### src/common/rs_defs.svh
`ifndef RS_DEFS_SVH
`define RS_DEFS_SVH

// ====================
// Datapath widths
// ====================

// Operand, PC and store data word
`define RS_DATA_WIDTH 32

// Physical destination register
`define RS_PHYS_REG_WIDTH 6

// Producer tag carried with each operand
`define RS_TAG_WIDTH 3

// ====================
// Control fields
// ====================

`define RS_CTRL_WIDTH 11
`define RS_BRANCH_SEL_WIDTH 3

// ROB index is the low part of the destination register
`define RS_ROB_IDX_WIDTH 5
`define RS_ROB_DEPTH 32

// One bit wider than the index so a full lap still fits
`define RS_DIST_WIDTH 6

`endif

### src/common/cdb_pkg.sv
`default_nettype none

`include "rs_defs.svh"

package cdb_pkg;

    // ====================
    // Common data bus
    // ====================

    // One result slot, valid is a single-cycle strobe
    typedef struct packed {
        logic                           valid;
        logic [`RS_DATA_WIDTH-1:0]      data;
        logic [`RS_PHYS_REG_WIDTH-1:0]  dest_reg;
    } cdb_channel_t;

    // Three ALU slots matched by channel,
    // one load slot matched by destination register
    typedef struct packed {
        cdb_channel_t alu0;
        cdb_channel_t alu1;
        cdb_channel_t alu2;
        cdb_channel_t load;
    } cdb_bus_t;

endpackage

`default_nettype wire

### src/common/rs_pkg.sv
`default_nettype none

`include "rs_defs.svh"

package rs_pkg;

    // Producer an operand is waiting on
    typedef enum logic [`RS_TAG_WIDTH-1:0] {
        tag_alu0  = 3'd0,
        tag_alu1  = 3'd1,
        tag_alu2  = 3'd2,
        tag_load  = 3'd3,
        tag_ready = 3'd7
    } rs_tag_e;

    // Load view of an operand word, awaited register in the low bits
    typedef struct packed {
        logic [`RS_DATA_WIDTH-`RS_PHYS_REG_WIDTH-1:0] pad;
        logic [`RS_PHYS_REG_WIDTH-1:0]                phys_reg;
    } rs_load_ref_t;

    // Data word, or awaited register when the tag is tag_load
    typedef union packed {
        logic [`RS_DATA_WIDTH-1:0] data;
        rs_load_ref_t              load;
    } rs_operand_word_u;

    typedef struct packed {
        rs_tag_e          tag;
        rs_operand_word_u word;
    } rs_operand_t;

    // ====================
    // Instruction words
    // ====================

    typedef struct packed {
        logic [`RS_CTRL_WIDTH-1:0]       control_signals;
        logic [`RS_DATA_WIDTH-1:0]       pc;
        logic [`RS_PHYS_REG_WIDTH-1:0]   rd_phys_addr;
        logic [`RS_DATA_WIDTH-1:0]       pc_at_prediction;
        logic [`RS_BRANCH_SEL_WIDTH-1:0] branch_sel;
        logic                            branch_prediction;
        logic [`RS_DATA_WIDTH-1:0]       store_data;
    } rs_context_t;

    typedef struct packed {
        rs_context_t ctx;
        rs_operand_t op_a;
        rs_operand_t op_b;
    } rs_dispatch_t;

    typedef struct packed {
        rs_context_t               ctx;
        logic [`RS_DATA_WIDTH-1:0] data_a;
        logic [`RS_DATA_WIDTH-1:0] data_b;
    } rs_issue_t;

    // Eager misprediction, misprediction bit is a one-cycle strobe
    typedef struct packed {
        logic                         misprediction;
        logic [`RS_DIST_WIDTH-1:0]    mispredicted_distance;
        logic [`RS_ROB_IDX_WIDTH-1:0] rob_head_ptr;
    } rs_flush_t;

endpackage

`default_nettype wire

### src/reservation_station/operand_capture.sv
`default_nettype none
`timescale 1ns/10ps

`include "rs_defs.svh"

module operand_capture
    import rs_pkg::*;
    import cdb_pkg::*;
(
    input  logic                      clk,
    input  logic                      reset,
    input  logic                      occupied,
    input  logic                      capture_en,
    input  logic                      release_en,
    input  rs_operand_t               dispatch_operand,
    input  cdb_bus_t                  cdb,
    output logic                      operand_ready,
    output logic [`RS_DATA_WIDTH-1:0] operand_value
);

    rs_tag_e                   held_tag;
    rs_operand_word_u          held_word;
    logic                      cdb_hit;
    logic [`RS_DATA_WIDTH-1:0] cdb_data;

    // ====================
    // CDB match
    // ====================

    // ALU slots match on channel, the load slot on the awaited register
    always_comb begin
        cdb_hit  = 1'b0;
        cdb_data = cdb.load.data;
        case (held_tag)
            tag_alu0: begin
                cdb_hit  = cdb.alu0.valid;
                cdb_data = cdb.alu0.data;
            end
            tag_alu1: begin
                cdb_hit  = cdb.alu1.valid;
                cdb_data = cdb.alu1.data;
            end
            tag_alu2: begin
                cdb_hit  = cdb.alu2.valid;
                cdb_data = cdb.alu2.data;
            end
            tag_load: begin
                cdb_hit = cdb.load.valid && (cdb.load.dest_reg == held_word.load.phys_reg);
            end
            default: cdb_hit = 1'b0;
        endcase
    end

    // Idle entry reports the dispatch operand as is
    assign operand_ready = occupied ? ((held_tag == tag_ready) || cdb_hit)
                                    : (dispatch_operand.tag == tag_ready);
    assign operand_value = !occupied                ? dispatch_operand.word.data :
                           (held_tag == tag_ready)  ? held_word.data : cdb_data;

    // Tag back to a waiting code once the entry leaves
    always_ff @(posedge clk or negedge reset) begin
        if (!reset) begin
            held_tag <= tag_alu0;
        end else if (release_en) begin
            held_tag <= tag_alu0;
        end else if (capture_en) begin
            held_tag <= dispatch_operand.tag;
        end else if (occupied && cdb_hit) begin
            held_tag <= tag_ready;
        end
    end

    always_ff @(posedge clk) begin
        if (capture_en) begin
            held_word <= dispatch_operand.word;
        end else if (occupied && cdb_hit) begin
            held_word.data <= cdb_data;
        end
    end

    // Resolved value must not be overwritten by a later broadcast
    held_value_stable: assert property (@(posedge clk) disable iff (!reset)
        occupied && (held_tag == tag_ready) && !release_en |=> $stable(held_word.data));

endmodule

`default_nettype wire

### src/reservation_station/issue_control.sv
`default_nettype none
`timescale 1ns/10ps

`include "rs_defs.svh"

module issue_control
    import rs_pkg::*;
(
    input  logic                      clk,
    input  logic                      reset,
    input  logic                      dispatch_valid,
    input  rs_context_t               dispatch_ctx,
    input  logic                      issue_ready,
    input  rs_flush_t                 flush,
    input  logic                      a_ready,
    input  logic                      b_ready,
    input  logic [`RS_DATA_WIDTH-1:0] a_value,
    input  logic [`RS_DATA_WIDTH-1:0] b_value,
    output logic                      dispatch_ready,
    output logic                      occupied,
    output logic                      capture_en,
    output logic                      release_en,
    output logic                      issue_valid,
    output rs_issue_t                 issue
);

    localparam logic [`RS_DIST_WIDTH-1:0] ROB_DEPTH = `RS_ROB_DEPTH;

    rs_context_t                  held_ctx;
    logic [`RS_ROB_IDX_WIDTH-1:0] held_rob_idx;
    logic [`RS_DIST_WIDTH-1:0]    idx_ext;
    logic [`RS_DIST_WIDTH-1:0]    head_ext;
    logic [`RS_DIST_WIDTH-1:0]    rob_distance;
    logic                         flush_hit;
    logic                         both_ready;
    logic                         direct_issue;
    logic                         held_issue;
    logic                         issue_fire;

    // ====================
    // Eager flush
    // ====================

    assign held_rob_idx = held_ctx.rd_phys_addr[`RS_ROB_IDX_WIDTH-1:0];
    assign idx_ext      = {1'b0, held_rob_idx};
    assign head_ext     = {1'b0, flush.rob_head_ptr};

    // Distance from the ROB head, wrapping around the buffer
    always_comb begin
        if (idx_ext >= head_ext) begin
            rob_distance = idx_ext - head_ext;
        end else begin
            rob_distance = ROB_DEPTH - head_ext + idx_ext;
        end
    end

    // Younger than the mispredicted branch means wrong path
    assign flush_hit = occupied && flush.misprediction
                       && (rob_distance > flush.mispredicted_distance);

    // ====================
    // Issue decision
    // ====================

    // Operand readiness already follows dispatch when idle
    assign both_ready   = a_ready && b_ready;
    assign direct_issue = dispatch_valid && !occupied && both_ready && issue_ready;
    assign held_issue   = occupied && both_ready && issue_ready && !flush_hit;
    assign issue_fire   = direct_issue || held_issue;

    // Anything accepted that cannot go out right now is stored
    assign capture_en     = dispatch_valid && !occupied && !(both_ready && issue_ready);
    assign release_en     = held_issue || flush_hit;
    assign dispatch_ready = !occupied;

    always_ff @(posedge clk or negedge reset) begin
        if (!reset) begin
            occupied <= 1'b0;
        end else if (capture_en) begin
            occupied <= 1'b1;
        end else if (release_en) begin
            occupied <= 1'b0;
        end
    end

    always_ff @(posedge clk) begin
        if (capture_en) begin
            held_ctx <= dispatch_ctx;
        end
    end

    // One execute pulse per instruction
    always_ff @(posedge clk or negedge reset) begin
        if (!reset) begin
            issue_valid <= 1'b0;
        end else begin
            issue_valid <= issue_fire;
        end
    end

    always_ff @(posedge clk) begin
        if (issue_fire) begin
            issue.ctx    <= occupied ? held_ctx : dispatch_ctx;
            issue.data_a <= a_value;
            issue.data_b <= b_value;
        end
    end

    // Nothing is captured over a held entry
    capture_when_free: assert property (@(posedge clk) disable iff (!reset)
        occupied |-> !capture_en);

    // Dropped entry never reaches execute
    no_issue_after_flush: assert property (@(posedge clk) disable iff (!reset)
        flush_hit |=> !issue_valid);

endmodule

`default_nettype wire

### src/design/reservation_station.sv
`default_nettype none
`timescale 1ns/10ps

module reservation_station
    import rs_pkg::*;
    import cdb_pkg::*;
(
    input  logic         clk,
    input  logic         reset,
    input  logic         dispatch_valid,
    input  rs_dispatch_t dispatch,
    output logic         dispatch_ready,
    output logic         issue_valid,
    output rs_issue_t    issue,
    input  logic         issue_ready,
    input  cdb_bus_t     cdb,
    input  rs_flush_t    flush
);

    logic        occupied;
    logic        capture_en;
    logic        release_en;
    logic        a_ready;
    logic        b_ready;
    logic [31:0] a_value;
    logic [31:0] b_value;

    // Two operands watch the CDB side by side
    operand_capture op_a (
        .clk              (clk),
        .reset            (reset),
        .occupied         (occupied),
        .capture_en       (capture_en),
        .release_en       (release_en),
        .dispatch_operand (dispatch.op_a),
        .cdb              (cdb),
        .operand_ready    (a_ready),
        .operand_value    (a_value)
    );

    operand_capture op_b (
        .clk              (clk),
        .reset            (reset),
        .occupied         (occupied),
        .capture_en       (capture_en),
        .release_en       (release_en),
        .dispatch_operand (dispatch.op_b),
        .cdb              (cdb),
        .operand_ready    (b_ready),
        .operand_value    (b_value)
    );

    issue_control ctrl0 (
        .clk            (clk),
        .reset          (reset),
        .dispatch_valid (dispatch_valid),
        .dispatch_ctx   (dispatch.ctx),
        .issue_ready    (issue_ready),
        .flush          (flush),
        .a_ready        (a_ready),
        .b_ready        (b_ready),
        .a_value        (a_value),
        .b_value        (b_value),
        .dispatch_ready (dispatch_ready),
        .occupied       (occupied),
        .capture_en     (capture_en),
        .release_en     (release_en),
        .issue_valid    (issue_valid),
        .issue          (issue)
    );

endmodule

`default_nettype wire

### config.mk
export PLATFORM = sky130hd
export DESIGN_NAME = reservation_station
export DESIGN_NICKNAME = d
export VERILOG_FILES = /design/src/common/cdb_pkg.sv /design/src/common/rs_pkg.sv /design/src/reservation_station/operand_capture.sv /design/src/reservation_station/issue_control.sv /design/src/design/reservation_station.sv
export VERILOG_INCLUDE_DIRS = /design/src /design/src/common
export SDC_FILE = /design/constraint.sdc
export NUM_CORES = 1
export LEC_CHECK = 0
export ABC_AREA = 1
export BUFFER_PORTS_ARGS = -buffer_cell sky130_fd_sc_hd__buf_2
export CAP_MARGIN = 20
export CORE_AREA = 2 2 208 210
export CTS_BUF_LIST = sky130_fd_sc_hd__clkbuf_16
export DETAILED_ROUTE_END_ITERATION = 8
export DIE_AREA = 0 0 210 212
export PLACE_DENSITY = 0.64
export SLEW_MARGIN = 5
export SYNTH_ARGS = -nofsm -noshare
export SYNTH_HDL_FRONTEND = slang
export SYNTH_HIERARCHICAL = 1
export SYNTH_SLANG_ARGS = --single-unit
### constraint.sdc
create_clock -name clk -period 18.1 [get_ports clk]
set_input_delay 1.81 -clock clk [delete_from_list [all_inputs] [get_ports clk]]
set_output_delay 1.81 -clock clk [all_outputs]
set_load 0.05 [all_outputs]
# --- Yosys cells after proc, flatten, opt, wreduce, memory -nomap -nowiden ---
# Index checks and enable logic that the tools add are counted.
word_totals:
  regBits: 370
  in_bits: 359
  elab_cells: 92
  output_inout_bits: 183
classes:
  n_reduce_logical: 29
  n_eq_ne: 12
  muxes: 24
  add_sub_neg: 3
  n_lt_le_gt_ge: 2
op_table:
  columns: ["cell", "count"]
  rows:
  - ["32-bit 2-to-1 mux", 8]
  - ["32-bit case mux with 3 select lines", 2]
  - ["117-bit 2-to-1 mux", 1]
  - ["3-bit 2-to-1 mux", 6]
  - ["1-bit logical AND", 15]
  - ["3-bit by 2-bit equality test with 1-bit output (second input constant)", 4]
  - ["3-bit equality test (second input constant)", 4]
  - ["6-bit equality test", 2]
  - ["1-bit case mux with 4 select lines", 2]
  - ["6-bit by 5-bit adder with 6-bit output", 1]
  - ["3-bit by 1-bit equality test with 1-bit output (second input constant)", 2]
  - ["6-bit > comparator", 1]
  - ["3-bit logical NOT", 2]
  - ["6-bit 2-to-1 mux", 1]
  - ["2-bit nonzero test", 3]
  - ["3-bit nonzero test", 2]
  - ["5-bit by 5-bit subtractor with 6-bit output", 1]
  - ["6-bit by 5-bit subtractor with 6-bit output (first input constant)", 1]
  - ["5-bit greater-or-equal comparator", 1]
  - ["1-bit logical OR", 4]
  - ["1-bit 2-to-1 mux", 4]
  - ["1-bit logical NOT", 3]

# --- Depth between registers and ports, before layout ---
logic_depth:
  depth_word: 12
  ltp_mapped: 20
  mapped_depth_nobuf: 20

# --- By module ---
# Netlist, hierarchy kept.
by_module_without_submodules:
  columns: ["mod", "seq_area_each_um2", "area_per_inst_um2", "n_inst", "cells_each"]
  rows:
  - ["issue_control", 8998.6, 10911.7, 1, 753]
  - ["operand_capture", 1036.0, 2975.4, 2, 476]

# --- Worst setup path after synthesis ---
# OpenSTA, ideal clock, no wires.
synth_timing:
  path_kind: "input-to-reg"
  startpoint: "input port cdb[38] (netlist bit)"
  endpoint: "register ctrl0.issue_valid"
  path_slack_ns: 1.014
  cell_stages: 10
  path_buffers: 0
  required_time_ns: 16.638
  t_arrival_ns: 15.624
  setup_ns: 1.462
  cell_sequence: "inv_1 nor2_1 nand3_1 nor2_1 nand2_1 nand2_1 nand2_2 nand3_1 nand2_1 o31ai_1"
synth_between:
  elab_chain_len: 9
  elab_cells_between_ends: 15
  cone_classes: "mux: 4; reduce/logical: 11"
synth_rtl:
  columns: ["element", "line", "text"]
  rows:
  - ["start, declared", "reservation_station.sv:16", "input cdb_bus_t cdb,"]
  - ["1-bit logical AND *", "operand_capture.sv:48", "cdb_hit = cdb.load.valid && (cdb.load.dest_reg == held_word.load.phys_reg);"]
  - ["1-bit case mux with 4 select lines *", "operand_capture.sv:34", "case (held_tag)"]
  - ["1-bit logical OR *", "operand_capture.sv:55", "assign operand_ready = occupied ? ((held_tag == tag_ready) || cdb_hit)"]
  - ["1-bit 2-to-1 mux *", "operand_capture.sv:55", null]
  - ["via a_ready", "reservation_station.sv:23", "logic a_ready;"]
  - ["1-bit logical AND *", "issue_control.sv:66", "assign both_ready = a_ready && b_ready;"]
  - ["1-bit logical AND (3 in a row)", "issue_control.sv:68", "assign held_issue = occupied && both_ready && issue_ready && !flush_hit;"]
  - ["1-bit logical OR *", "issue_control.sv:69", "assign issue_fire = direct_issue || held_issue;"]
  - ["via ctrl0.issue_fire", "issue_control.sv:38", "logic issue_fire;"]
  - ["end signal, assigned", "issue_control.sv:97", "issue_valid <= issue_fire;"]
  - ["end, declared", "issue_control.sv:23", "output logic issue_valid,"]
# The timed path passes the listed nets; every way through them passes the cells marked *.
# A chain may end at the register's enable or synchronous reset.

# --- Worst setup path in the final report ---
layout_timing:
  startpoint: "input port flush[0] (netlist bit)"
  endpoint: "register ctrl0/issue[102] (netlist name)"
layout_between:
  elab_chain_len: 8
  elab_cells_between_ends: 10
  cone_classes: "add/sub: 3; order compare: 2; mux: 1; reduce/logical: 4"
layout_rtl:
  columns: ["element", "line", "text"]
  rows:
  - ["start, declared", "reservation_station.sv:17", "input rs_flush_t flush"]
  - ["6-bit by 5-bit subtractor with 6-bit output", "issue_control.sv:53", "rob_distance = ROB_DEPTH - head_ext + idx_ext;"]
  - ["6-bit by 5-bit adder with 6-bit output", "issue_control.sv:53", null]
  - ["6-bit 2-to-1 mux *", "issue_control.sv:50", "if (idx_ext >= head_ext) begin"]
  - ["6-bit > comparator *", "issue_control.sv:59", "&& (rob_distance > flush.mispredicted_distance);"]
  - ["1-bit logical AND *", "issue_control.sv:59", null]
  - ["1-bit logical NOT *", "issue_control.sv:68", null]
  - ["1-bit logical AND *", "issue_control.sv:68", null]
  - ["1-bit logical OR *", "issue_control.sv:69", null]
  - ["via ctrl0.issue_fire", "issue_control.sv:38", null]
# Marked as above.

==> impl_metrics.toml <==
[critical_path]
path_cells = "buf_2 > ha_1 > inv_1 > fa_1 > nand3_1 > nand3_1 > nor2_1 > nand2_1 > nand3b_1 > nor2_1 > ha_1 > nand2_1 > nor2_1 > a21oi_1 > nand2_1 > nand2_1 > o31ai_4 > buf_4 > buf_4"
path_buf_inv = 4
path_class = "input pin to flip-flop"
cp-startpoint = "flush[0]"
critPathLaunchType = "input pin"
slowest_delay_ns = 0.86
path_common_cell = "nand2_1"
endpoint_kind = "flip-flop"
crit_family = "buffers and inverters"
worstRegToRegCells = 11
cp.arrival_ns = 5.46
crit_cells = 19
timing.rr.end = "op_b/held_word[17]"
reg2reg_from = "ctrl0/occupied"
slowest_stage = "buf_4"
cp.required_ns = 18.26
endpoint = "ctrl0/issue[102]"
crit_path_max_fanout = 75
ff2ff_setup_slack_ns = 12.83

[final_layout]
fin_cells = 2787
nets = 2574
fillers = 3912
area_growth_pct = 26.0
drive_gt1_frac = 0.276

[sta]
setup_ws_ns = 12.81
holdWs_ns = 0.508
slew_headroom = 0.295
rsz0062_at_grt = "false"
finalSetupViolations = 0
hold_viol = 0
period_share = 0.292
fin_skew_ns = 0.0135
tightest_slew_ns = 1.05
tns_ns = 0
drv_slew = 0
period_needed_ns = 5.29
max_freq_mhz = 189

[detailed_routing]
routedWlPerCell_microns = 20.4
drt_first_pass_iters = 5
postRouteAntennaNets = 0
vias = 14586
drt-initial-drc-count = 1377
drc = 0
vias_per_cell = 5.23
routed_wl_microns = 56900

[floorplan]
die_x_microns = 210
core_area_sq_um = 42500
ioPinCount = 542
start_util = 0.397
rows = 76
fp.dieArea_sq_um = 44500
die-height_microns = 212

[grt]
overflow = 0
grt_pass1_wl_microns = 81900
grt_pass1_vias = 13735
antenna_found_initial = 20
grt_usage = 0.245
grt_max_degree = 83

[status]
run_status = "complete, no violations"

[clocking]
clock_path_buffers = 3
holdBufCountCts = 0
clock-sinks = 370
h-tree-depth = 2
cts_setup_buffers = 0
cts_buffers = 41
root_buffer = "clkbuf_16"
clk_pin_slew_ns = 0.06
cts_tree = "done"
clk_latency_ns = 0.55
ctsResizeCount = 0

[worst_hold_path]
hold_path_class = "flip-flop to flip-flop"
hold_depth = 2

[power_and_ir_drop]
ir_drop_mv = 0.0764
p_leak_nw = 9.53
p_per_area_nw_per_um2 = 160

[synth]
synth_enable_flop_cells = 362
synthTopCellsByArea = "edfxtp_1, nand2_1, a22oi_1, nand4_1, buf_2"
syn_nets = 2076
synth_top_area_cell = "edfxtp_1"
yosysWarnings = 6
avgSynthCellArea_sq_um = 9.89
syn_area_sq_um = 16900
ys.flop_type = "edfxtp_1"
netlist_top_cells_count = "nand2_1, edfxtp_1, nand4_1, a22oi_1, buf_2"
async_flop_share = 0.0216
synth.distinct_cells = 29
syn_inst = 1705
ys_seq_area_frac = 0.657
yosysMostFrequentCell = "nand2_1"
synth_top_area_frac = 0.645
synth-seq-cells = 370

[placement]
dp_hpwl_microns = 39300
dp.cells = 2705
dp_worst_setup_slack_ns = 12.19
place_congestion = 0.880
portBuffers = 523

[run]
max_cap_viol_count = 0
==> state kept, by name, indices dropped and copies added (netlist names) <==
signal,flops
op_a/held_word,32
ctrl0/issue,181
ctrl0/held_ctx,117
ctrl0/occupied,1
op_a/held_tag,3
op_b/held_word,32
ctrl0/issue_valid,1
op_b/held_tag,3
==> final cells by class <==
| cell class | instances | area [sq um] | area share |
|---|---|---|---|
| Tap cell | 546 | 683 | 0.0322 |
| Sequential cell | 370 | 11100 | 0.521 |
| Timing Repair Buffer | 537 | 2740 | 0.129 |
| Multi-Input combinational cell | 1197 | 5200 | 0.245 |
| Inverter | 56 | 218 | 0.0102 |
| Clock buffer | 41 | 1030 | 0.0483 |
| Antenna cell | 6 | 15.0 | 0.000707 |
| Clock inverter | 34 | 288 | 0.0135 |
==> metrics by stage <==
step	cell area [sq um]	utilization	power (mW)
after CTS	21200	0.499	3.40
after global routing	21200	0.499	3.58
after detailed placement	19900	0.468	2.57
after global placement	19900	0.468	2.54
final	21200	0.500	3.39
after floorplan	16900	-	2.19
==> logic make-up (layout without fill, tap and decap cells) <==
group,Yosys count,after routing,share of synthesized area
xor gates and xnor gates,10,10,0.00519
other,0,6,0
buffers and inverters,138,668,0.0369
and+or+nand+nor,1092,1092,0.257
DFF,370,370,0.657
adders and majority gates,12,12,0.00935
AOI/OAI and AO/OA,83,83,0.0349
==> worst register-to-register path: cells and delay by family, from the launching register on <==
family	cells	cell delay, ns
and+or+nand+nor	6	2.33
buffers and inverters	5	1.53
DFF	1	0.88
==> cell usage in the layout, fill, tap and decap left out, types with 5 or more instances in the layout <==
cell	Yosys	final
a22oi_1	60	60
dfrtp_1	8	7
clkinv_2	0	5
buf_2	56	523
xnor2_1	6	6
nand2_1	964	964
inv_1	45	52
diode_2	0	6
o21ai_0	9	9
nand4_1	64	64
bufinv_16	0	5
nor2_1	29	29
edfxtp_1	362	362
clkbuf_16	0	41
buf_4	1	13
nand3_1	24	24
inv_2	11	10
ha_1	11	11
clkinv_1	0	11
a21oi_1	8	8
==> power breakdown <==
| part | total (mW) | internal (mW) | switching [mW] |
|---|---|---|---|
| logic | 1.24 | 0.320 | 0.920 |
| clock network | 0.820 | 0.484 | 0.336 |
| registers | 1.33 | 1.25 | 0.0835 |
==> routing by layer <==
metal | track usage | vias up | wire (microns)
met5 | 0 | - | 188
met4 | 0.0878 | 28 | 1890
met3 | 0.0799 | 133 | 6040
met2 | 0.408 | 829 | 26900
met1 | 0.300 | 6874 | 21900
li1 | - | 6722 | -
==> worst min-delay path by stage <==
stage | from | endpoint
floorplan | ctrl0/held_ctx[98] | ctrl0/issue[162]
global placement | ctrl0/held_ctx[108] | ctrl0/issue[172]
detailed placement | ctrl0/held_ctx[108] | ctrl0/issue[172]
CTS | ctrl0/held_ctx[14] | ctrl0/issue[78]
global route | ctrl0/held_ctx[20] | ctrl0/issue[84]
finish | ctrl0/held_ctx[105] | ctrl0/issue[169]
No activity file was read; power rests on OpenSTA's default activity.
